## config.mk

```make
export PLATFORM = sky130hd
export DESIGN_NAME = enqueue_arbiter
export DESIGN_NICKNAME = d
export VERILOG_FILES = /design/src/hw/switch_pkg.sv /design/src/hw/enqueue_arbiter.sv
export SDC_FILE = /design/constraint.sdc
export NUM_CORES = 1
export LEC_CHECK = 0
export BUFFER_PORTS_ARGS = -buffer_cell sky130_fd_sc_hd__clkbuf_2
export CAP_MARGIN = 20
export CORE_AREA = 8 8 45 47
export DETAILED_ROUTE_END_ITERATION = 6
export DIE_AREA = 0 0 53 55
export PLACE_DENSITY = 0.76
export SLEW_MARGIN = 20
export SYNTH_ARGS = -nofsm -noshare
export SYNTH_HDL_FRONTEND = slang
export SYNTH_SLANG_ARGS = --single-unit
export TNS_END_PERCENT = 100
```

## constraint.sdc

```tcl
create_clock -name vclk -period 0.8
set_input_delay 0.16 -clock vclk [all_inputs]
set_output_delay 0.16 -clock vclk [all_outputs]
set_load 0.005 [all_outputs]
```

## src/hw/switch_pkg.sv

```systemverilog
`default_nettype none

package switch_pkg;

    localparam int N_PORTS    = 4;
    localparam int N_PRIOS    = 4;    // 3 is the highest
    localparam int WORD_W     = 16;
    localparam int SLOT_WORDS = 16;   // also the longest packet
    localparam int OFF_W      = $clog2(SLOT_WORDS);
    localparam int MAX_SLOT_W = 4;

    typedef logic [1:0] port_t;
    typedef logic [1:0] prio_t;
    typedef logic [3:0] len_t;        // 0 stands for 16 words

    // first word of every packet
    typedef struct packed {
        port_t      dest;
        prio_t      prio;
        len_t       len;
        logic [7:0] tag;              // carried through, never looked at
    } pkt_hdr_t;

    // a stored word is either payload or a header
    typedef union packed {
        logic [WORD_W-1:0] raw;
        pkt_hdr_t          hdr;
    } pkt_word_u;

    typedef struct packed {
        logic                  valid;
        port_t                 dest;
        prio_t                 prio;
        logic [MAX_SLOT_W-1:0] slot;
    } enq_req_t;

endpackage

`default_nettype wire

```

## src/hw/enqueue_arbiter.sv

```systemverilog
`default_nettype none
`timescale 1ns/1ps

module enqueue_arbiter import switch_pkg::*; (
    input  logic                    clk,
    input  logic                    rst_n,
    input  enq_req_t [N_PORTS-1:0]  reqs,
    output logic [N_PORTS-1:0]      accept,
    output enq_req_t                push
);

    // lowest valid port wins, the writer drops its request after the accept
    always_comb begin
        accept = '0;
        push   = '0;
        for (int p = N_PORTS - 1; p >= 0; p--) begin
            if (reqs[p].valid) begin
                accept    = '0;
                accept[p] = 1'b1;
                push      = reqs[p];
            end
        end
    end

endmodule

`default_nettype wire

```

==> summary.md <==
| Metric | Value |
|---|---|
| Highest signal layer in the routed design | `met3` |
| Register area share after synthesis | `0%` |
| Vert. Die Dim | `between 50 and 60 um` |
| Minimum clock period after layout | `around 1.1 ns` |
| Pin count of the biggest net entering global routing | `9` |
| Die X | `about 53 um` |
| Global route overflow | `0` |
| Detailed Place HPWL | `1380 um` |
| Number of antenna violations at the first check in global routing | `0` |
| Post-synth design cell area | `roughly 230 um^2` |
| Max-cap check violation count | `0` |
| Maximum single-stage delay on the critical path | `between 0.5 and 0.6 ns` |
| First DRT Iteration DRCs | `3` |
| Setup TNS Final | `-2.21 ns` |
| Master of the slowest instance on the critical path | `sky130_fd_sc_hd__or4_4` |
| Share of final-layout standard cells stronger than drive strength 1 | `about nine tenths` |
| Post-DR wirelength/cell | `~15 um` |
| Count of non-filler cells in the finished layout | `~110` |
| Router iterations before antenna repair | `3` |
| Post-detailed-route DRC marker count | `0` |
| Register area | `0 um^2` |
| # diodes | `0` |
| PD cells | `~550 nW/um^2` |
| I/O pin cnt | `51` |
| Gate count after technology mapping | `36` |
| Fraction of the cycle the final worst path needs | `135%` |
| Sum of met3 wire segment lengths after detailed routing | `about 120 um` |
| Count of buffers from port buffering | `around 50` |
| Placement row count | `14` |
| List of cells traversed by the critical path | `buf_8 -> or4_4 -> buf_6` |
| Slew Viols, Final | `0` |
| Net count after synthesis | `74` |
| Required time reported for the critical path endpoint | `between 0.6 and 0.7 ns` |
| All-Layer GR Usage | `under 10%` |
| Critical path's top delay family | `simple AND/OR/NAND/NOR gates` |
| Place WS | `-0.300 ns` |
| Hold Path Class | `in -> out` |
| Type of the worst setup path | `in -> out` |
| Area of the core | `1380 um^2` |
| Finish-stage setup viols | `12` |
| Overall via count from detail_route | `around 510` |
| Commonest cells in the netlist | `sky130_fd_sc_hd__a21oi_1, sky130_fd_sc_hd__a22oi_1, sky130_fd_sc_hd__o22ai_1` |
| Starting density of the core | `16.5%` |
| Endpoint type of the worst setup path | `primary output` |
| Yosys top cell area share | `between 20% and 30%` |
| # fillers | `130` |
| Failing checks | `setup timing` |
| CLK BUF | `0` |
| Via count of the first global-routing pass | `roughly 560` |
| Result of the run | `complete, but fails checks` |
| Number of buffers inserted for hold repair after clock tree synthesis | `0` |
| Final Routed Wirelength | `between 1500 and 2000 um` |
| Kind of start point of the critical path | `primary input` |
| CP Depth | `3` |
| Arrival time reported for the critical path endpoint | `approximately 0.92 ns` |
| Leakage | `approximately 0.36 nW` |
| Final setup margin | `-0.280 ns` |
| Cell type with the largest total area after synthesis | `sky130_fd_sc_hd__a22oi_1` |
| Achievable frequency | `926 MHz` |
| Most area-consuming cells after synthesis | `sky130_fd_sc_hd__a22oi_1, sky130_fd_sc_hd__o22ai_1, sky130_fd_sc_hd__a21oi_1` |
| Relative slew margins | `around four fifths` |
| Global-route wire length before repair | `2260 um` |
| DRT antenna net count | `0` |
| Hold depth | `3` |
| Worst Max-Slew Pin Slew | `0.279 ns` |
| Largest voltage drop on the vdd net | `0.241 mV` |
| Total length of routed met2 wires | `slightly below 900 um` |
| Number of flip-flops and latches | `0` |
| Cell total after placement | `around 110` |
| Routability cong. | `between 0.7 and 0.8` |
| Growth of design area from synthesis to finish | `220%` |
| Final Core Density | `a little over half` |
| Ys Warns | `0` |
| Die footprint | `about 3000 um^2` |
| Max FO, Critical Path | `6` |
| Post-layout nets | `130` |
| Unrepaired setup endpoints after global routing | `yes` |
| Buffers and inverters on the worst path | `2` |
| Synth cell types | `13` |
| Final hold vios | `0` |
| Via count normalized by instance count | `approximately 4.8` |
| Avg Inst Size Synth | `6.33 um^2` |
| Wire length the detailed router placed on met1 | `approximately 590 um` |
[cell families after synthesis]
family          after synthesis  synth area share (%)
simple gates                  6                  18.1
compound gates               24                  65.9
buf+inv                       6                  15.9
[power breakdown]
group,internal [mW],switching [mW]
clock,0,0
sequential,0,0
combinational,0.241,0.163
total,0.241,0.163
[worst paths after layout]
path	startpoint	end	slack [ns]
min	reqs[8]	accept[3]	0.57
max	reqs[8]	push[8]	-0.28
[layout make-up]
| cell class | count | area [um^2] | area share [%] |
|---|---|---|---|
| inverter | 2 | 11.3 | 1.54 |
| multi-input combinational | 30 | 307 | 42.0 |
| timing repair buffer | 58 | 392 | 53.7 |
| tap | 16 | 20.0 | 2.74 |
[cells in the final DEF (no fill, tap or decap)]
cell / instances
sky130_fd_sc_hd__nor2b_4: 1
sky130_fd_sc_hd__buf_4: 4
sky130_fd_sc_hd__clkinvlp_4: 1
sky130_fd_sc_hd__inv_2: 1
sky130_fd_sc_hd__clkbuf_2: 36
sky130_fd_sc_hd__nand2b_4: 1
sky130_fd_sc_hd__a21oi_1: 7
sky130_fd_sc_hd__and2_4: 1
sky130_fd_sc_hd__nor4b_1: 1
sky130_fd_sc_hd__or4_4: 1
sky130_fd_sc_hd__nor2_2: 1
sky130_fd_sc_hd__o22ai_2: 8
sky130_fd_sc_hd__buf_2: 6
sky130_fd_sc_hd__a22oi_2: 8
sky130_fd_sc_hd__buf_12: 1
sky130_fd_sc_hd__buf_8: 2
sky130_fd_sc_hd__buf_6: 9
sky130_fd_sc_hd__a21oi_2: 1
[per-stage QoR]
stage          instance area (um^2)  power, mW  hold slack [ns]
3_5_place_dp                    548      0.302            0.615
6_report                        729      0.403            0.569
2_1_floorplan                   231      0.113            0.353
4_1_cts                         582      0.321            0.596
3_3_place_gp                    548      0.295            0.600
5_1_grt                         729      0.437            0.579
[per-layer routing]
layer,vias up,global-route usage (%)
met3,0,2.41
met2,23,18.0
met1,235,10.3
met5,-,0
met4,0,1.72
li1,256,-
[repair_timing]
action | CTS | global route
buffers inserted | 0 | 0
pin swaps | 0 | 16
gates resized for setup | 6 | 41
endpoints found under the setup margin | 12 | 12
Note: power is estimated with default switching activity, not from simulation.
