<file path="src/hw/switch_pkg.sv">
`default_nettype none

package switch_pkg;

    localparam int N_PORTS    = 4;
    localparam int N_PRIOS    = 4;    // 3 is the highest
    localparam int WORD_W     = 16;
    localparam int SLOT_WORDS = 16;   // also the longest packet
    localparam int OFF_W      = $clog2(SLOT_WORDS);
    localparam int MAX_SLOT_W = 4;

    typedef logic [1:0] port_t;
    typedef logic [1:0] prio_t;
    typedef logic [3:0] len_t;        // 0 stands for 16 words

    // first word of every packet
    typedef struct packed {
        port_t      dest;
        prio_t      prio;
        len_t       len;
        logic [7:0] tag;              // carried through, never looked at
    } pkt_hdr_t;

    // a stored word is either payload or a header
    typedef union packed {
        logic [WORD_W-1:0] raw;
        pkt_hdr_t          hdr;
    } pkt_word_u;

    typedef struct packed {
        logic                  valid;
        port_t                 dest;
        prio_t                 prio;
        logic [MAX_SLOT_W-1:0] slot;
    } enq_req_t;

endpackage

`default_nettype wire

</file>
<file path="src/hw/port_writer.sv">
`default_nettype none
`timescale 1ns/1ps

module port_writer import switch_pkg::*; #(
    parameter int N_SLOTS = 8,
    localparam int SLOT_W = $clog2(N_SLOTS)
) (
    input  logic              clk,
    input  logic              rst_n,
    input  logic              wr_sop,
    input  logic              wr_eop,
    input  logic              wr_vld,
    input  pkt_word_u         wr_data,
    input  logic              grant,
    input  logic [SLOT_W-1:0] grant_slot,
    output logic              need_slot,
    output logic              mem_we,
    output logic [SLOT_W-1:0] mem_slot,
    output logic [OFF_W-1:0]  mem_off,
    output pkt_word_u         mem_word,
    output enq_req_t          req,
    input  logic              accept,
    output logic              pause
);

    logic              has_slot;    // reservation for the next packet
    logic [SLOT_W-1:0] cur_slot;
    logic [OFF_W-1:0]  off;         // where the next word goes
    port_t             dest_q;
    prio_t             prio_q;
    logic              req_valid;
    logic [SLOT_W-1:0] req_slot;

    assign need_slot = !has_slot;
    assign pause     = !has_slot || req_valid;
    assign mem_we    = wr_vld;
    assign mem_slot  = cur_slot;
    assign mem_off   = wr_sop ? '0 : off;    // header always lands at offset 0
    assign mem_word  = wr_data;

    // dest and prio stay put while the request waits, since pause blocks the next sop
    always_comb begin
        req.valid = req_valid;
        req.dest  = dest_q;
        req.prio  = prio_q;
        req.slot  = MAX_SLOT_W'(req_slot);
    end

    always_ff @(posedge clk) begin
        if (!rst_n) begin
            has_slot  <= 1'b0;
            req_valid <= 1'b0;
        end else begin
            if (grant) begin
                has_slot <= 1'b1;
            end else if (wr_vld && wr_eop) begin
                has_slot <= 1'b0;    // slot now belongs to the packet
            end
            if (wr_vld && wr_eop) begin
                req_valid <= 1'b1;
            end else if (accept) begin
                req_valid <= 1'b0;
            end
        end
    end

    always_ff @(posedge clk) begin
        if (grant) begin
            cur_slot <= grant_slot;
        end
        if (wr_vld) begin
            off <= mem_off + 1'b1;
        end
        if (wr_vld && wr_sop) begin
            dest_q <= wr_data.hdr.dest;
            prio_q <= wr_data.hdr.prio;
        end
        if (wr_vld && wr_eop) begin
            req_slot <= cur_slot;
        end
    end

endmodule

`default_nettype wire

</file>
<file path="config.mk">
export PLATFORM = sky130hd
export DESIGN_NAME = port_writer
export DESIGN_NICKNAME = d
export VERILOG_FILES = /design/src/hw/switch_pkg.sv /design/src/hw/port_writer.sv
export SDC_FILE = /design/constraint.sdc
export NUM_CORES = 1
export LEC_CHECK = 0
export BUFFER_PORTS_ARGS = -buffer_cell sky130_fd_sc_hd__buf_4
export CORE_MARGIN = 4
export CORE_UTILIZATION = 30
export CTS_CLUSTER_DIAMETER = 40
export CTS_CLUSTER_SIZE = 12
export DETAILED_ROUTE_END_ITERATION = 7
export SLEW_MARGIN = 20
export SYNTH_ARGS = -nofsm -noshare
export SYNTH_HDL_FRONTEND = slang
export SYNTH_SLANG_ARGS = --single-unit
</file>
<file path="constraint.sdc">
create_clock -name clk -period 1.7 [get_ports clk]
set_clock_uncertainty 0.2 [all_clocks]
set_input_delay 0.34 -clock clk [delete_from_list [all_inputs] [get_ports clk]]
set_output_delay 0.34 -clock clk [all_outputs]
set_load 0.02 [all_outputs]
</file>
==> results.py, run 1 <==
metrics = {
    "cells_and_area": {
        "nNetsFinal": 106,
        "final_common_cell": "buf_4",
        "final_cell_mix": "buf_4 (37), edfxtp_1 (14), nor2b_1 (4)",
        "utilization_pct": 41.2,
        "antenna_cells": 0,
        "drive_gt1_share_pct": 54.4,
        "areaGrowthSynthToFinish_pct": 26.2,
        "num-fill-cells": 230,
    },
    "die": {
        "die_y_um": 58.0,
        "fp-row-count": 17,
        "initial_utilization_pct": 32.7,
        "die_w_um": 58.0,
        "dieArea_mm2": 0.00337,
        "pin_count": 61,
        "core_area_mm2": 0.00230,
    },
    "logic_synthesis": {
        "netlist_instances": 57,
        "synth.top_cells.by_area": "edfxtp_1 (56%), buf_4 (19%), dfxtp_1 (5.3%)",
        "synth_compound_area_share_pct": 5.00,
        "synth_top_family_by_area": "buffers and inverters",
        "synth_xor_area_share_pct": 1.17,
        "synthesis.nets": 83,
        "ys_ff_latch": 16,
        "synth_top_cell_area_share_pct": 56.0,
        "synth_fa_ha_area_share_pct": 0,
        "ys_seq_area_share_pct": 61.3,
        "syn_area_um2": 751,
        "syn_avg_cell_area_um2": 13.2,
        "synth_top_area_cell": "edfxtp_1",
        "synthMuxAreaShare_pct": 2.00,
        "synth_simple_gate_area_share_pct": 10.0,
        "ys_warn_count": 0,
        "synth_cell_types": 17,
    },
    "min_path": {
        "hold_depth": 1,
        "hp-class": "input pin to flop",
    },
    "sta": {
        "rsz0062_at_grt": "no",
        "slew_viol_final": 0,
        "post-route-min-period_ps": 1630,
        "hold_viol": 0,
        "setup_ws_ps": 69.9,
        "fmax_ghz": 0.613,
        "hold_slack_ps": 36.8,
        "finalCritPeriodShare_pct": 95.9,
        "fin_tns_setup_ps": 0,
        "setup_violations": 0,
    },
    "setup_path": {
        "critPathKind": "flop to output pin",
        "worstPathRequired_ps": 1160,
        "cp_max_fo": 5,
        "startpoint_type": "flop",
        "cp.arrival_ps": 1090,
        "crit_path_end_kind": "output pin",
        "reg2reg_depth": 3,
    },
    "global_routing": {
        "grt-ovfl-total": 0,
        "grt_pass1_wl_um": 2110,
        "grt_max_degree": 10,
        "grt_pass1_vias": 437,
        "antenna_found_initial": 0,
        "grtUsageTotal_pct": 8.44,
    },
    "detailed_routing": {
        "drc": 0,
        "ant_nets": 0,
        "drt_wl_total_um": 1400,
        "first_iter_violations": 9,
        "dr.pass1.iters": 4,
        "vias_per_cell": 4.30,
        "vias": 460,
        "wl_per_cell_um": 13.1,
    },
    "cts": {
        "cts_buffers": 3,
        "cts.reportedPaths.clkPinSlew_ps": 90,
        "worstSkewPairLatency_ps": 280,
        "clock-root-buffer": "clkbuf_4",
        "htree_levels": 1,
        "postCtsHoldBufs": 0,
        "clock_path_buffers": 2,
        "cts_tree": "yes",
        "cts.sinks": 16,
    },
    "power_and_ir_drop": {
        "cellLeakagePower_uw": 0.000409,
        "power_density_mw_per_mm2": 863,
        "p_total_uw": 818,
        "ir_drop_mv": 0.590,
    },
    "place": {
        "place.port_buffers": 35,
        "dp_slack_ps": 336,
        "gp_congestion": 0.700,
    },
    "flow_run": {
        "cap_violations": 0,
    },
    "status": {
        "outcome": "completed",
    },
}
==> cells in the mapped netlist <==
master    instances
o21a_1            2
xnor2_1           1
a21boi_0          1
inv_1             2
nand3_2           1
nand3b_1          1
a21bo_2           1
buf_4            19
nand2b_1          2
dfxtp_1           2
conb_1            1
mux2_4            1
nor2_1            2
edfxtp_1         14
and2_1            2
a21oi_1           1
nor2b_1           4
==> layer usage <==
layer	GRT usage, %	vias to the layer above	routed length [um]
li1	-	215	-
met1	10.2	205	502
met2	11.9	32	671
met3	4.68	8	193
met4	4.30	0	35
met5	0	-	0
==> through the flow <==
stage	instance area, um2	instances
6_report	947	107
2_1_floorplan	751	57
4_1_cts	932	105
5_1_grt	947	107
3_5_place_dp	906	101
3_3_place_gp	906	101
==> critical path: stages (launching register included) <==
cell,delay (ps)
edfxtp_1,480
nor2b_1,180
buf_4,150
==> power by group <==
part,internal (uW),switching [uW],total (uW)
Clock,91.0,106,197
Combinational,74.8,76.2,151
Sequential,456,14.1,470
==> registers in the layout, summed over array words and instances (netlist names) <==
register	flops
mem_slot	3
req_valid	1
has_slot	1
req_slot	3
prio_q	2
dest_q	2
off	4
==> layout make-up <==
type,count,area (um2),area share [%]
multi-input combinational,20,140,14.8
inverter,2,7.51,0.793
sequential,16,460,48.6
timing repair buffer,37,278,29.3
clock buffer,4,26.3,2.77
tap,28,35.0,3.70
==> what timing repair did <==
item                       CTS  global route
setup endpoints to repair    0             1
buffers inserted             0             2
gates resized for setup      0             0
==> kinds of logic after synthesis <==
kind of cell | count (synthesis)
buf+inv | 21
flops | 16
other cells | 1
compound gates | 5
simple gates | 12
xor+xnor | 1
mux | 1
==> path summary, 6_finish.rpt <==
kind | end | startpoint | slack [ps]
worst max-delay path | mem_off[1] | off[1] | 70
worst min-delay path | mem_slot[0] | grant_slot[0] | 40
worst max register to register | off[3] | off[0] | 290
worst min register to register | req_slot[0] | mem_slot[0] | 260
Note: power is estimated with default switching activity, not from simulation.
==> run 2: changes to the inputs <==
- clock period: 1.7 -> 1.9 ns (I/O delays scaled with it)
==> results.py, run 2 (synthesized netlist as in run 1, its figures left out) <==
metrics = {
    "cells_and_area": {
        "antenna_cells": 0,
        "drive_gt1_share_pct": 53.2,
        "largest_reg_flops": 4,
        "nNetsFinal": 104,
        "final_cell_mix": "buf_4 (35), edfxtp_1 (14), nor2b_1 (4)",
        "areaGrowthSynthToFinish_pct": 24.2,
        "top_register": "off",
        "design_area_um2": 932,
        "num-fill-cells": 225,
        "final_common_cell": "buf_4",
    },
    "cts": {
        "cts.sinks": 16,
        "cts_buffers": 3,
        "clock_path_buffers": 2,
        "cts_setup_buffers": 0,
        "clock-root-buffer": "clkbuf_4",
        "worstSkewPairLatency_ps": 280,
        "postCtsHoldBufs": 0,
        "cts.reportedPaths.clkPinSlew_ps": 90,
        "cts_tree": "yes",
        "htree_levels": 1,
        "ctsResizeCount": 0,
    },
    "setup_path": {
        "cp_max_fo": 5,
        "cp.arrival_ps": 1090,
        "r2r-end": "off[3]",
        "worstPathRequired_ps": 1320,
        "reg2reg_depth": 2,
        "cp_slowest_cell": "edfxtp_1",
        "reg2reg_slack_ps": 560,
        "r2r_start": "off[1]",
        "crit_path_end_kind": "output pin",
        "cp_num_buf_inv": 1,
        "crit_family": "flip-flops",
        "crit_chain": "nor2b_1, buf_4",
        "max_stage_delay_ps": 480,
        "critPathKind": "flop to output pin",
        "startpoint_type": "flop",
    },
    "min_path": {
        "hp-class": "input pin to flop",
        "hp-start": "grant_slot[2]",
        "whs_endpoint": "mem_slot[2]",
        "hold_depth": 1,
    },
    "place": {
        "place_area_um2": 906,
        "place.port_buffers": 35,
        "hpwl_um": 1120,
        "gp_congestion": 0.656,
    },
    "sta": {
        "hold_viol": 0,
        "finalCritPeriodShare_pct": 87.8,
        "slew_viol_final": 0,
        "post-route-min-period_ps": 1670,
        "rsz0062_at_grt": "no",
        "fin_tns_setup_ps": 0,
        "setup_violations": 0,
        "fmax_ghz": 0.600,
    },
    "die": {
        "pin_count": 61,
        "fp-row-count": 17,
        "dieArea_mm2": 0.00337,
        "core_area_mm2": 0.00230,
        "die_y_um": 58.0,
        "initial_utilization_pct": 32.7,
        "die_w_um": 58.0,
    },
    "global_routing": {
        "grt_pass1_vias": 478,
        "grtUsageTotal_pct": 8.90,
        "grt_pass1_wl_um": 2180,
        "antenna_found_initial": 0,
        "grt_max_degree": 10,
        "grt-ovfl-total": 0,
    },
    "detailed_routing": {
        "vias_per_cell": 4.30,
        "vias": 451,
        "drt_wl_total_um": 1330,
        "first_iter_violations": 7,
        "dr.pass1.iters": 3,
        "wl_per_cell_um": 12.7,
        "drc": 0,
        "ant_nets": 0,
    },
    "flow_run": {
        "cap_violations": 0,
    },
    "status": {
        "outcome": "completed",
    },
    "power_and_ir_drop": {
        "power_density_mw_per_mm2": 779,
        "cellLeakagePower_uw": 0.000400,
        "ir_drop_mv": 0.443,
    },
}
==> run 2: cell types whose count changed in the layout (fill, tap and decap cells not counted) <==
| cell | before | now |
|---|---|---|
| clkbuf_1 | 1 | 0 |
| buf_4 | 37 | 35 |
| clkinv_1 | 0 | 1 |
==> run 2: per-layer routing <==
layer | GRT usage, % | vias to the layer above | wire [um]
met4 | 5.30 | 0 | 42
met2 | 13.5 | 33 | 642
met3 | 5.12 | 8 | 188
met1 | 9.54 | 199 | 458
li1 | - | 211 | -
met5 | 0 | - | 0
==> run 2: stage by stage <==
step	power, uW	cells	hold WS [ps]	setup slack (ps)	util, %
floorplan	535	57	279	559	-
global placement	559	101	236	459	39.4
detailed placement	562	101	249	449	39.4
CTS	738	105	60.7	216	40.6
global route	772	105	48.9	128	40.6
finish	726	105	73.5	232	40.6
==> run 2: cell type report <==
class	count	area [um2]	share of cell area, %
clock inverter	1	3.75	0.403
timing repair buffer	35	263	28.2
clock buffer	3	22.5	2.42
multi-input combinational	20	140	15.0
tap	28	35.0	3.76
inverter	2	7.51	0.805
sequential	16	460	49.4
==> run 2: power by group <==
| part | switching, uW | internal (uW) | total, uW |
|---|---|---|---|
| registers | 12.4 | 408 | 420 |
| clock network | 98.3 | 76.2 | 174 |
| logic | 66.8 | 64.6 | 131 |
| total | 177 | 548 | 726 |
==> run 2: how the worst max path moves through the flow <==
stage	end	depth (start not counted)	slack, ps	start
3_3_place_gp	mem_off[0]	4	460	wr_sop
2_1_floorplan	mem_off[1]	1	560	off[1]
6_report	mem_off[1]	2	230	off[1]
4_1_cts	mem_off[0]	3	220	off[0]
3_5_place_dp	mem_off[0]	4	450	wr_sop
5_1_grt	mem_off[0]	3	130	off[0]
