### config.mk
export PLATFORM = sky130hd
export DESIGN_NAME = port_reader
export DESIGN_NICKNAME = d
export VERILOG_FILES = /design/src/hw/switch_pkg.sv /design/src/hw/port_reader.sv
export SDC_FILE = /design/constraint.sdc
export NUM_CORES = 1
export LEC_CHECK = 0
export ABC_AREA = 1
export BUFFER_PORTS_ARGS = -buffer_cell sky130_fd_sc_hd__clkbuf_2
export CAP_MARGIN = 20
export CELL_PAD_IN_SITES_DETAIL_PLACEMENT = 2
export CELL_PAD_IN_SITES_GLOBAL_PLACEMENT = 2
export CORE_MARGIN = 2
export CORE_UTILIZATION = 22
export DETAILED_ROUTE_END_ITERATION = 10
export PLACE_DENSITY = 0.92
export SKIP_LAST_GASP = 1
export SYNTH_ARGS = -nofsm -noshare
export SYNTH_HDL_FRONTEND = slang
export SYNTH_SLANG_ARGS = --single-unit
### constraint.sdc
create_clock -name clk -period 3 [get_ports clk]
set_clock_uncertainty 0.2 [all_clocks]
set_input_delay 0.3 -clock clk [delete_from_list [all_inputs] [get_ports clk]]
set_output_delay 0.3 -clock clk [all_outputs]
set_load 0.01 [all_outputs]
### src/hw/switch_pkg.sv
`default_nettype none

package switch_pkg;

    localparam int N_PORTS    = 4;
    localparam int N_PRIOS    = 4;    // 3 is the highest
    localparam int WORD_W     = 16;
    localparam int SLOT_WORDS = 16;   // also the longest packet
    localparam int OFF_W      = $clog2(SLOT_WORDS);
    localparam int MAX_SLOT_W = 4;

    typedef logic [1:0] port_t;
    typedef logic [1:0] prio_t;
    typedef logic [3:0] len_t;        // 0 stands for 16 words

    // first word of every packet
    typedef struct packed {
        port_t      dest;
        prio_t      prio;
        len_t       len;
        logic [7:0] tag;              // carried through, never looked at
    } pkt_hdr_t;

    // a stored word is either payload or a header
    typedef union packed {
        logic [WORD_W-1:0] raw;
        pkt_hdr_t          hdr;
    } pkt_word_u;

    typedef struct packed {
        logic                  valid;
        port_t                 dest;
        prio_t                 prio;
        logic [MAX_SLOT_W-1:0] slot;
    } enq_req_t;

endpackage

`default_nettype wire

### src/hw/port_reader.sv
`default_nettype none
`timescale 1ns/1ps

module port_reader import switch_pkg::*; #(
    parameter int N_SLOTS = 8,
    localparam int SLOT_W = $clog2(N_SLOTS)
) (
    input  logic              clk,
    input  logic              rst_n,
    input  logic              ready,
    input  logic              nonempty,
    input  enq_req_t          head,
    output logic              pop,
    output logic [SLOT_W-1:0] rd_slot,
    output logic [OFF_W-1:0]  rd_off,
    input  pkt_word_u         rd_word,
    output logic              free_en,
    output logic [SLOT_W-1:0] free_slot,
    output logic              rd_sop,
    output logic              rd_eop,
    output logic              rd_vld,
    output logic [WORD_W-1:0] rd_data
);

    logic              busy;
    logic [SLOT_W-1:0] slot_q;
    logic [OFF_W-1:0]  off;
    len_t              left_q;      // words still to come after this one
    len_t              left_now;

    assign pop       = !busy && ready && nonempty;
    assign rd_slot   = slot_q;
    assign rd_off    = off;
    assign free_slot = slot_q;      // still the old slot during the free cycle

    // header gives the length, len 0 wraps to 15 more words
    assign left_now = (off == '0) ? rd_word.hdr.len - 1'b1 : left_q;

    assign rd_vld  = busy;
    assign rd_sop  = busy && off == '0;
    assign rd_eop  = busy && left_now == '0;
    assign rd_data = busy ? rd_word.raw : '0;

    always_ff @(posedge clk) begin
        if (!rst_n) begin
            busy    <= 1'b0;
            free_en <= 1'b0;
        end else begin
            free_en <= rd_eop;      // slot goes back one cycle after eop
            if (pop) begin
                busy <= 1'b1;
            end else if (rd_eop) begin
                busy <= 1'b0;
            end
        end
    end

    always_ff @(posedge clk) begin
        if (pop) begin
            slot_q <= head.slot[SLOT_W-1:0];
            off    <= '0;
        end else if (busy) begin
            off    <= off + 1'b1;
            left_q <= left_now - 1'b1;
        end
    end

endmodule

`default_nettype wire

==> flow_summary.yaml, run 1 <==
status:
  status: "finished, final reports clean"
worst_setup_path:
  cp_slowest_cell: "dfxtp_1"
  worstSetupEndpointType: "output port"
  worstSetupPathType: "reg2out"
  cp.arrival_ns: 2.12
  critPathLaunchType: "flop"
  cp_common_cell: "nand2_1"
  worstPathRequired_ns: 2.50
  slowest_delay_ns: 0.40
  worstPathCellList: "inv_1 -> ha_1 -> nand2_2 -> nand2_1 -> nand2_1 -> ha_1 -> nand2_1 -> inv_1 -> nand2_4 -> nor2_4 -> clkbuf_2"
  path_max_fanout: 7
global_routing:
  grt_overflow: 0
  use_met2_pct: 21.37
  grt_first_pass_wirelength_um: 4505
  antenna_found_initial: 0
  grt_most_used_layer: "met2"
  track_usage_pct: 11.65
  grt_pass1_vias: 1017
  use_met1_pct: 12.46
  grt_max_degree: 19
  met3_usage_pct: 1.744
route:
  drt_wl_total_um: 2770
  initialDrtViolationCount: 20
  vias: 992
  drt_pass1_iterations: 2
  viasPerCell: 4.186
  post_drt_wl_per_cell_um: 11.69
  drc: 0
  ant_nets: 0
clocking:
  cts_sinks: 13
  clkTransAtPathRegs_ns: 0.05
  cts.root.buffer_cell: "clkbuf_8"
  numCtsBuffers: 3
  htreeDepth: 1
  cts_tree: "yes"
  insertion_delay_ns: 0.25
  cts_hold_buffers: 0
  postCtsSetupRepairBufs: 0
  cts_buffer_depth: 2
  cts_resized: 0
power_and_ir_drop:
  p_sw_share_pct: 37.81
  p_comb_share_pct: 39.4
  p_seq_share_pct: 36.5
  total_power_uw: 663.1
  ir_drop_v: 0.0002126
  cellPowerDensity_mw_per_mm2: 520.1
  clock_power_share_pct: 24.1
  leakage_nw: 0.8246
  switchingPower_uw: 250.7
  p_int_uw: 412.4
yosys:
  yosys_warnings: 0
  synth-main-ff-cell: "edfxtp_1"
  synth_area_leaders: "edfxtp_1, nand2_1, inv_1"
  synthCells: 136
  netlist.area_leader.share_pct: 22.43
  synth_top_family_by_area: "simple AND/OR/NAND/NOR gates"
  synth_compound_area_share_pct: 2.403
  synth_xor_area_share_pct: 1.869
  synthMuxAreaShare_pct: 0
  avgSynthCellArea_um2: 6.891
  synth_area_um2: 937.1
  synth_fa_ha_area_share_pct: 6.676
  synthArstFlopShare_pct: 0
  synth_cell_type_count: 21
  synth_common_cells: "nand2_1, inv_1, nand3_1"
  synth-seq-cells: 13
  yosys.area_share.simple_pct: 35.65
  syn-num-nets: 170
  yosysMostFrequentCell: "nand2_1"
  synth_seq_area_share_pct: 35.25
  synth_edf_count: 7
  synth_top_area_cell: "edfxtp_1"
sta:
  maxSlewViolCount: 0
  hold_ws_ns: 0.03046
  setup_viol: 0
  tns_ns: 0
  max_freq_ghz: 0.3810
  hold_viol_final: 0
  fin_crit_ns: 2.625
  maxSlewHeadroom_pct: 56.00
  tightest_slew_ns: 0.6592
  period_share_pct: 87.50
  setup_ws_ns: 0.3751
  rsz0062_at_grt: "false"
floorplanning:
  die_h_um: 69.27
  coreArea_mm2: 0.004058
  die_x_um: 69.27
  dieArea_mm2: 0.004798
  placementRows: 23
  boundaryPins: 60
  initial_utilization_pct: 23.10
cells_and_area:
  drive_above_1_share_pct: 36.90
  area_growth_pct: 36.05
  nets: 222
  layout.cells.non_filler: 237
  diodes: 0
placed_design:
  dp_slack_ns: 0.6257
  place_congestion: 0.6821
  io_buffers: 53
  dp_cells: 233
  hpwl_um: 2378
run:
  max_cap_viol_count: 0
min_path:
  hp-class: "in2reg"
-- metal layers --
layer / share of wire, % / vias up
met5: 0 / -
met4: 2.2 / 0
met3: 5.8 / 4
met2: 52 / 42
met1: 40 / 451
li1: - / 495
-- power by group through the flow --
stage,registers [mW],logic (mW),clock network [mW]
after floorplan,0.242,0.183,0
after global placement,0.244,0.252,0
after detailed placement,0.246,0.269,0
after CTS,0.243,0.270,0.165
after global routing,0.246,0.297,0.172
final,0.242,0.261,0.160
-- layout by cell type, fill, tap and decap left out, drive strengths merged --
master,synthesis,routed
buf,5,1
nand2,48,48
ha,5,5
o21ai,1,1
nor2,9,9
a21oi,2,2
nor3,1,1
o31ai,1,1
dfxtp,6,6
inv,34,34
nand3,11,11
edfxtp,7,7
xnor2,1,1
clkbuf,2,57
xor2,1,1
or2,2,2
-- final timing paths --
path | startpoint | to | slack, ns | cells past startpoint
worst max register to register | rd_off[0] | rd_vld | 0.92 | 11
worst max-delay path | rd_off[0] | rd_eop | 0.38 | 11
worst min register to register | rd_off[0] | rd_off[0] | 0.34 | 2
worst min-delay path | head[0] | free_slot[0] | 0.03 | 1
-- through the flow --
| stage | instance area (µm²) | utilization [%] |
|---|---|---|
| after floorplan | 937.1 | - |
| after global routing | 1275 | 31.42 |
| final | 1275 | 31.42 |
| after CTS | 1275 | 31.42 |
| after detailed placement | 1230 | 30.31 |
| after global placement | 1230 | 30.31 |
-- layout make-up --
class / count / area (µm²)
repair buffers: 54 / 272.8
flip-flops and latches: 13 / 330.3
inverters: 34 / 127.6
well taps: 50 / 62.56
clock buffers: 4 / 45.04
fillers: 512 / 2783
multi-input cells: 82 / 436.7
-- worst max-delay path: cells and delay by family (launching register included) --
kind                     cells  cell delay, ns
flip-flops                   1            0.40
AND/OR/NAND/NOR              6            0.68
buffers and inverters        3            0.33
adder cells (fa/ha/maj)      2            0.47
-- cell families after synthesis --
group / count (synthesis)
xor gates and xnor gates: 2
AOI/OAI and AO/OA: 4
and+or+nand+nor: 71
DFF: 13
adders and majority gates: 5
buffers and inverters: 41
-- flip-flops by register name (all words and copies together) (netlist names) --
register / count
left_q: 4
rd_off: 4
free_slot: 3
free_en: 1
rd_vld: 1
Note: power is estimated with default switching activity, not from simulation.
==> run 2: changes to the inputs <==
- REMOVE_ABC_BUFFERS: not set -> 1
==> flow_summary.yaml, run 2 (same netlist as run 1, synthesis figures left out) <==
worst_setup_path:
  worstSetupEndpointType: "output port"
  worstSetupPathType: "reg2out"
  cpLargestDelayFamily: "simple AND/OR/NAND/NOR gates"
  critPathLaunchType: "flop"
  cp.arrival_ns: 2.06
  worstSetupStartpoint: "rd_off[0]"
  slowest_delay_ns: 0.39
  worstPathCellList: "inv_1 -> ha_1 -> nand2_2 -> nand2_1 -> nand2_1 -> ha_1 -> nand2_1 -> inv_1 -> nand2_4 -> nor2_4 -> clkbuf_2"
  cp_num_buf_inv: 3
  cp_slowest_cell: "dfxtp_1"
  path_max_fanout: 7
  reg2reg_from: "rd_off[0]"
  cp_common_cell: "nand2_1"
  worstPathRequired_ns: 2.50
route:
  post_drt_wl_per_cell_um: 11.14
  vias: 988
  drt_wl_total_um: 2640
  drt_pass1_iterations: 4
  viasPerCell: 4.169
  initialDrtViolationCount: 6
  ant_nets: 0
  drc: 0
clocking:
  cts_resized: 0
  insertion_delay_ns: 0.25
  clkTransAtPathRegs_ns: 0.06
  cts_tree: "yes"
  cts_buffer_depth: 2
  cts.root.buffer_cell: "clkbuf_8"
  cts_hold_buffers: 0
  htreeDepth: 1
  postCtsSetupRepairBufs: 0
  cts_sinks: 13
  numCtsBuffers: 3
sta:
  maxSlewHeadroom_pct: 69.51
  max_freq_ghz: 0.3900
  setup_viol: 0
  fin_crit_ns: 2.564
  period_share_pct: 85.47
  tightest_slew_ns: 0.4557
  tns_ns: 0
  hold_viol_final: 0
  hold_ws_ns: 0.02745
  rsz0062_at_grt: "false"
  maxSlewViolCount: 0
global_routing:
  grt_max_degree: 20
  grt_first_pass_wirelength_um: 4657
  grt_overflow: 0
  track_usage_pct: 11.99
  grt_pass1_vias: 1046
  antenna_found_initial: 0
power_and_ir_drop:
  p_int_uw: 412.5
  p_seq_share_pct: 36.0
  leakage_nw: 0.8246
  switchingPower_uw: 251.3
  clock_power_share_pct: 24.1
  ir_drop_v: 0.0001585
  p_comb_share_pct: 39.9
  cellPowerDensity_mw_per_mm2: 520.6
  total_power_uw: 663.8
  p_sw_share_pct: 37.86
placed_design:
  hpwl_um: 2204
  dpl_cell_area_mm2: 0.001230
  place_congestion: 0.7116
  io_buffers: 53
min_path:
  hp-class: "in2reg"
  holdCritStartpoint: "head[2]"
floorplanning:
  die_x_um: 69.27
  coreArea_mm2: 0.004058
  die_h_um: 69.27
  initial_utilization_pct: 23.10
  boundaryPins: 60
  dieArea_mm2: 0.004798
  placementRows: 23
cells_and_area:
  final_common_cell: "clkbuf_2"
  area_growth_pct: 36.05
  layout_common_cells: "clkbuf_2, nand2_1, inv_1"
  diodes: 0
  nets: 222
  drive_above_1_share_pct: 36.90
  design_area_mm2: 0.001275
run:
  max_cap_viol_count: 0
status:
  status: "finished, final reports clean"
==> run 2: cell counts in the layout (fill, tap and decap cells not counted) <==
No cell type changed its count.
==> run 2: worst paths after layout <==
kind,endpoint,slack (ns),cells after the start
max reg2reg,rd_vld,0.98,11
min reg2reg,rd_off[0],0.32,2
max,rd_eop,0.44,11
min,free_slot[2],0.03,1
==> run 2: per-layer routing <==
metal  share of wire, %  global-route usage, %  vias to the layer above
met1                 38                  12.13                      459
met5                  0                      0                        -
met4                1.9                  5.229                        0
met2                 56                  23.61                       29
met3                4.6                  2.035                        5
li1                   -                      -                      495
==> run 2: area by class of cell <==
cell class | instances | area, µm²
Fill cell | 500 | 2783
Clock buffer | 4 | 45.04
Inverter | 34 | 127.6
Sequential cell | 13 | 330.3
Timing Repair Buffer | 54 | 272.8
Tap cell | 50 | 62.56
Multi-Input combinational cell | 82 | 436.7
==> run 2: worst register-to-register path, delay by kind of cell (launching register included) <==
| family | cells | cell delay (ns) |
|---|---|---|
| buffers and inverters | 2 | 0.17 |
| DFF | 1 | 0.39 |
| adders and majority gates | 2 | 0.46 |
| and+or+nand+nor | 7 | 0.70 |
==> run 2: metrics by stage <==
stage          instances  util, %  setup slack (ns)
3_3_place_gp         233    30.31            0.7587
3_5_place_dp         233    30.31            0.7007
2_1_floorplan        129        -            0.9616
6_report             237    31.42            0.4359
5_1_grt              237    31.42            0.2497
4_1_cts              237    31.42            0.4038
==> run 2: power by group through the flow <==
stage,combinational (mW),clock [mW],sequential [mW]
3_3_place_gp,0.252,0,0.241
4_1_cts,0.272,0.164,0.240
2_1_floorplan,0.172,0,0.248
6_report,0.265,0.160,0.239
3_5_place_dp,0.266,0,0.243
5_1_grt,0.306,0.171,0.243
==> run 3: changes to the inputs <==
- CORE_UTILIZATION: 22 -> 18
- PLACE_DENSITY: 0.92 -> 0.82
- clock period: 3 -> 2.3 ns (I/O delays scaled with it)
==> flow_summary.yaml, run 3 (same netlist as run 1, synthesis figures left out) <==
status:
  status: "finished, final reports clean"
min_path:
  hp-class: "in2reg"
  hold_depth: 3
  hold_end: "free_en"
  holdCritStartpoint: "rst_n"
placed_design:
  place_congestion: 0.6589
  dpl_cell_area_mm2: 0.001277
  hpwl_um: 2345
  io_buffers: 53
clocking:
  htreeDepth: 1
  postCtsSetupRepairBufs: 0
  cts_tree: "yes"
  cts_sinks: 13
  clkTransAtPathRegs_ns: 0.06
  cts.root.buffer_cell: "clkbuf_8"
  cts_buffer_depth: 2
  insertion_delay_ns: 0.24
  numCtsBuffers: 3
worst_setup_path:
  critPathLaunchType: "flop"
  path_max_fanout: 6
  cp_slowest_cell: "dfxtp_4"
  cp.arrival_ns: 1.76
  r2r_slack_ns: 0.49
  slowest_delay_ns: 0.37
  worstPathCellList: "inv_1 -> ha_4 -> nand2_2 -> nand2_1 -> nand2_2 -> ha_1 -> nand2_1 -> inv_2 -> nand2_4 -> nor2_4 -> clkbuf_2"
  cp_num_buf_inv: 3
  reg2reg_from: "rd_off[1]"
  worstPathRequired_ns: 1.87
  cpLargestDelayFamily: "simple AND/OR/NAND/NOR gates"
  worst_r2r_endpoint: "left_q[2]"
  r2r_cells: 8
  worstSetupPathType: "reg2out"
  worstSetupEndpointType: "output port"
run:
  max_cap_viol_count: 0
global_routing:
  grt_overflow: 0
  grt_first_pass_wirelength_um: 4823
  grt_pass1_vias: 1069
  antenna_found_initial: 0
  grt_max_degree: 17
  track_usage_pct: 10.14
route:
  initialDrtViolationCount: 0
  vias: 1043
  ant_nets: 0
  post_drt_wl_per_cell_um: 10.88
  viasPerCell: 3.966
  drt_wl_total_um: 2862
  drc: 0
  drt_pass1_iterations: 1
floorplanning:
  die_x_um: 76.16
  die_h_um: 76.16
  placementRows: 26
  boundaryPins: 60
  initial_utilization_pct: 18.47
  coreArea_mm2: 0.005075
  dieArea_mm2: 0.005800
sta:
  hold_viol_final: 0
  max_freq_ghz: 0.4559
  fin_crit_ns: 2.193
  maxSlewViolCount: 0
  maxSlewHeadroom_pct: 64.64
  period_share_pct: 95.37
  setup_viol: 0
  tightest_slew_ns: 0.5296
cells_and_area:
  layout_common_cells: "clkbuf_2, nand2_1, inv_1"
  area_growth_pct: 47.00
  design_area_mm2: 0.001378
  diodes: 0
  final_common_cell: "clkbuf_2"
  num-fill-cells: 636
  drive_above_1_share_pct: 40.41
  final_util_pct: 27.15
  nets: 228
power_and_ir_drop:
  cellPowerDensity_mw_per_mm2: 663.3
  leakage_nw: 0.8508
  ir_drop_v: 0.0002140
## run 3: cell types whose count changed in the layout (fill, tap and decap cells not counted), sizes merged
cell / change
buf: +3
dlygate4sd3: +3
## run 3: cell type report
class / count / area, µm² / share of cell area [%]
sequential: 13 / 337.8 / 24.52
timing repair buffer: 60 / 325.3 / 23.61
inverter: 34 / 127.6 / 9.264
clock buffer: 4 / 45.04 / 3.270
tap: 70 / 87.58 / 6.358
multi-input combinational: 82 / 454.2 / 32.97
## run 3: tightest hold or removal path: cells and delay by family
family	cells	cell delay (ns)
simple gates	1	0.04
buf+inv	2	0.15
## run 3: worst max path at each step
stage | startpoint | endpoint | depth (start not counted)
after detailed placement | rd_off[0] | rd_eop | 11
final | rd_off[0] | rd_eop | 11
after global routing | rd_off[0] | rd_eop | 11
after floorplan | rd_off[0] | rd_eop | 10
after CTS | rd_off[1] | rd_eop | 11
after global placement | rd_off[0] | rd_eop | 11
## run 3: through the flow
| step | cells | worst slack [ns] | hold slack [ns] | setup TNS, ns | power (mW) |
|---|---|---|---|---|---|
| finish | 263 | 0.1066 | 0.01293 | 0 | 0.9137 |
| global route | 263 | -0.02538 | 0.03505 | -0.02538 | 0.9927 |
| CTS | 263 | 0.001626 | 0.01469 | 0 | 0.9059 |
| detailed placement | 256 | 0.1448 | 0.2123 | 0 | 0.6866 |
| global placement | 256 | 0.1928 | 0.2071 | 0 | 0.6694 |
| floorplan | 129 | 0.3316 | 0.1289 | 0 | 0.5476 |
## run 3: layer usage
layer	part of all wire, %	track usage, %	vias to the layer above
li1	-	-	508
met1	37	10.88	505
met2	58	19.64	26
met3	4.0	1.422	4
met4	1.6	4.364	0
met5	0	0	-
## run 3: where the power goes
group / total (mW) / leakage, nW / switching, mW / internal (mW)
Clock: 0.208 / 0.0228 / 0.0855 / 0.123
Combinational: 0.386 / 0.713 / 0.226 / 0.161
Sequential: 0.319 / 0.115 / 0.0287 / 0.290
Total: 0.914 / 0.851 / 0.340 / 0.574
## run 3: repair_timing
action | in CTS | in global routing
hold endpoints to repair | 3 | 0
hold buffers | 3 | 0
gates resized for setup | 2 | 7
setup endpoints to repair | 1 | 1
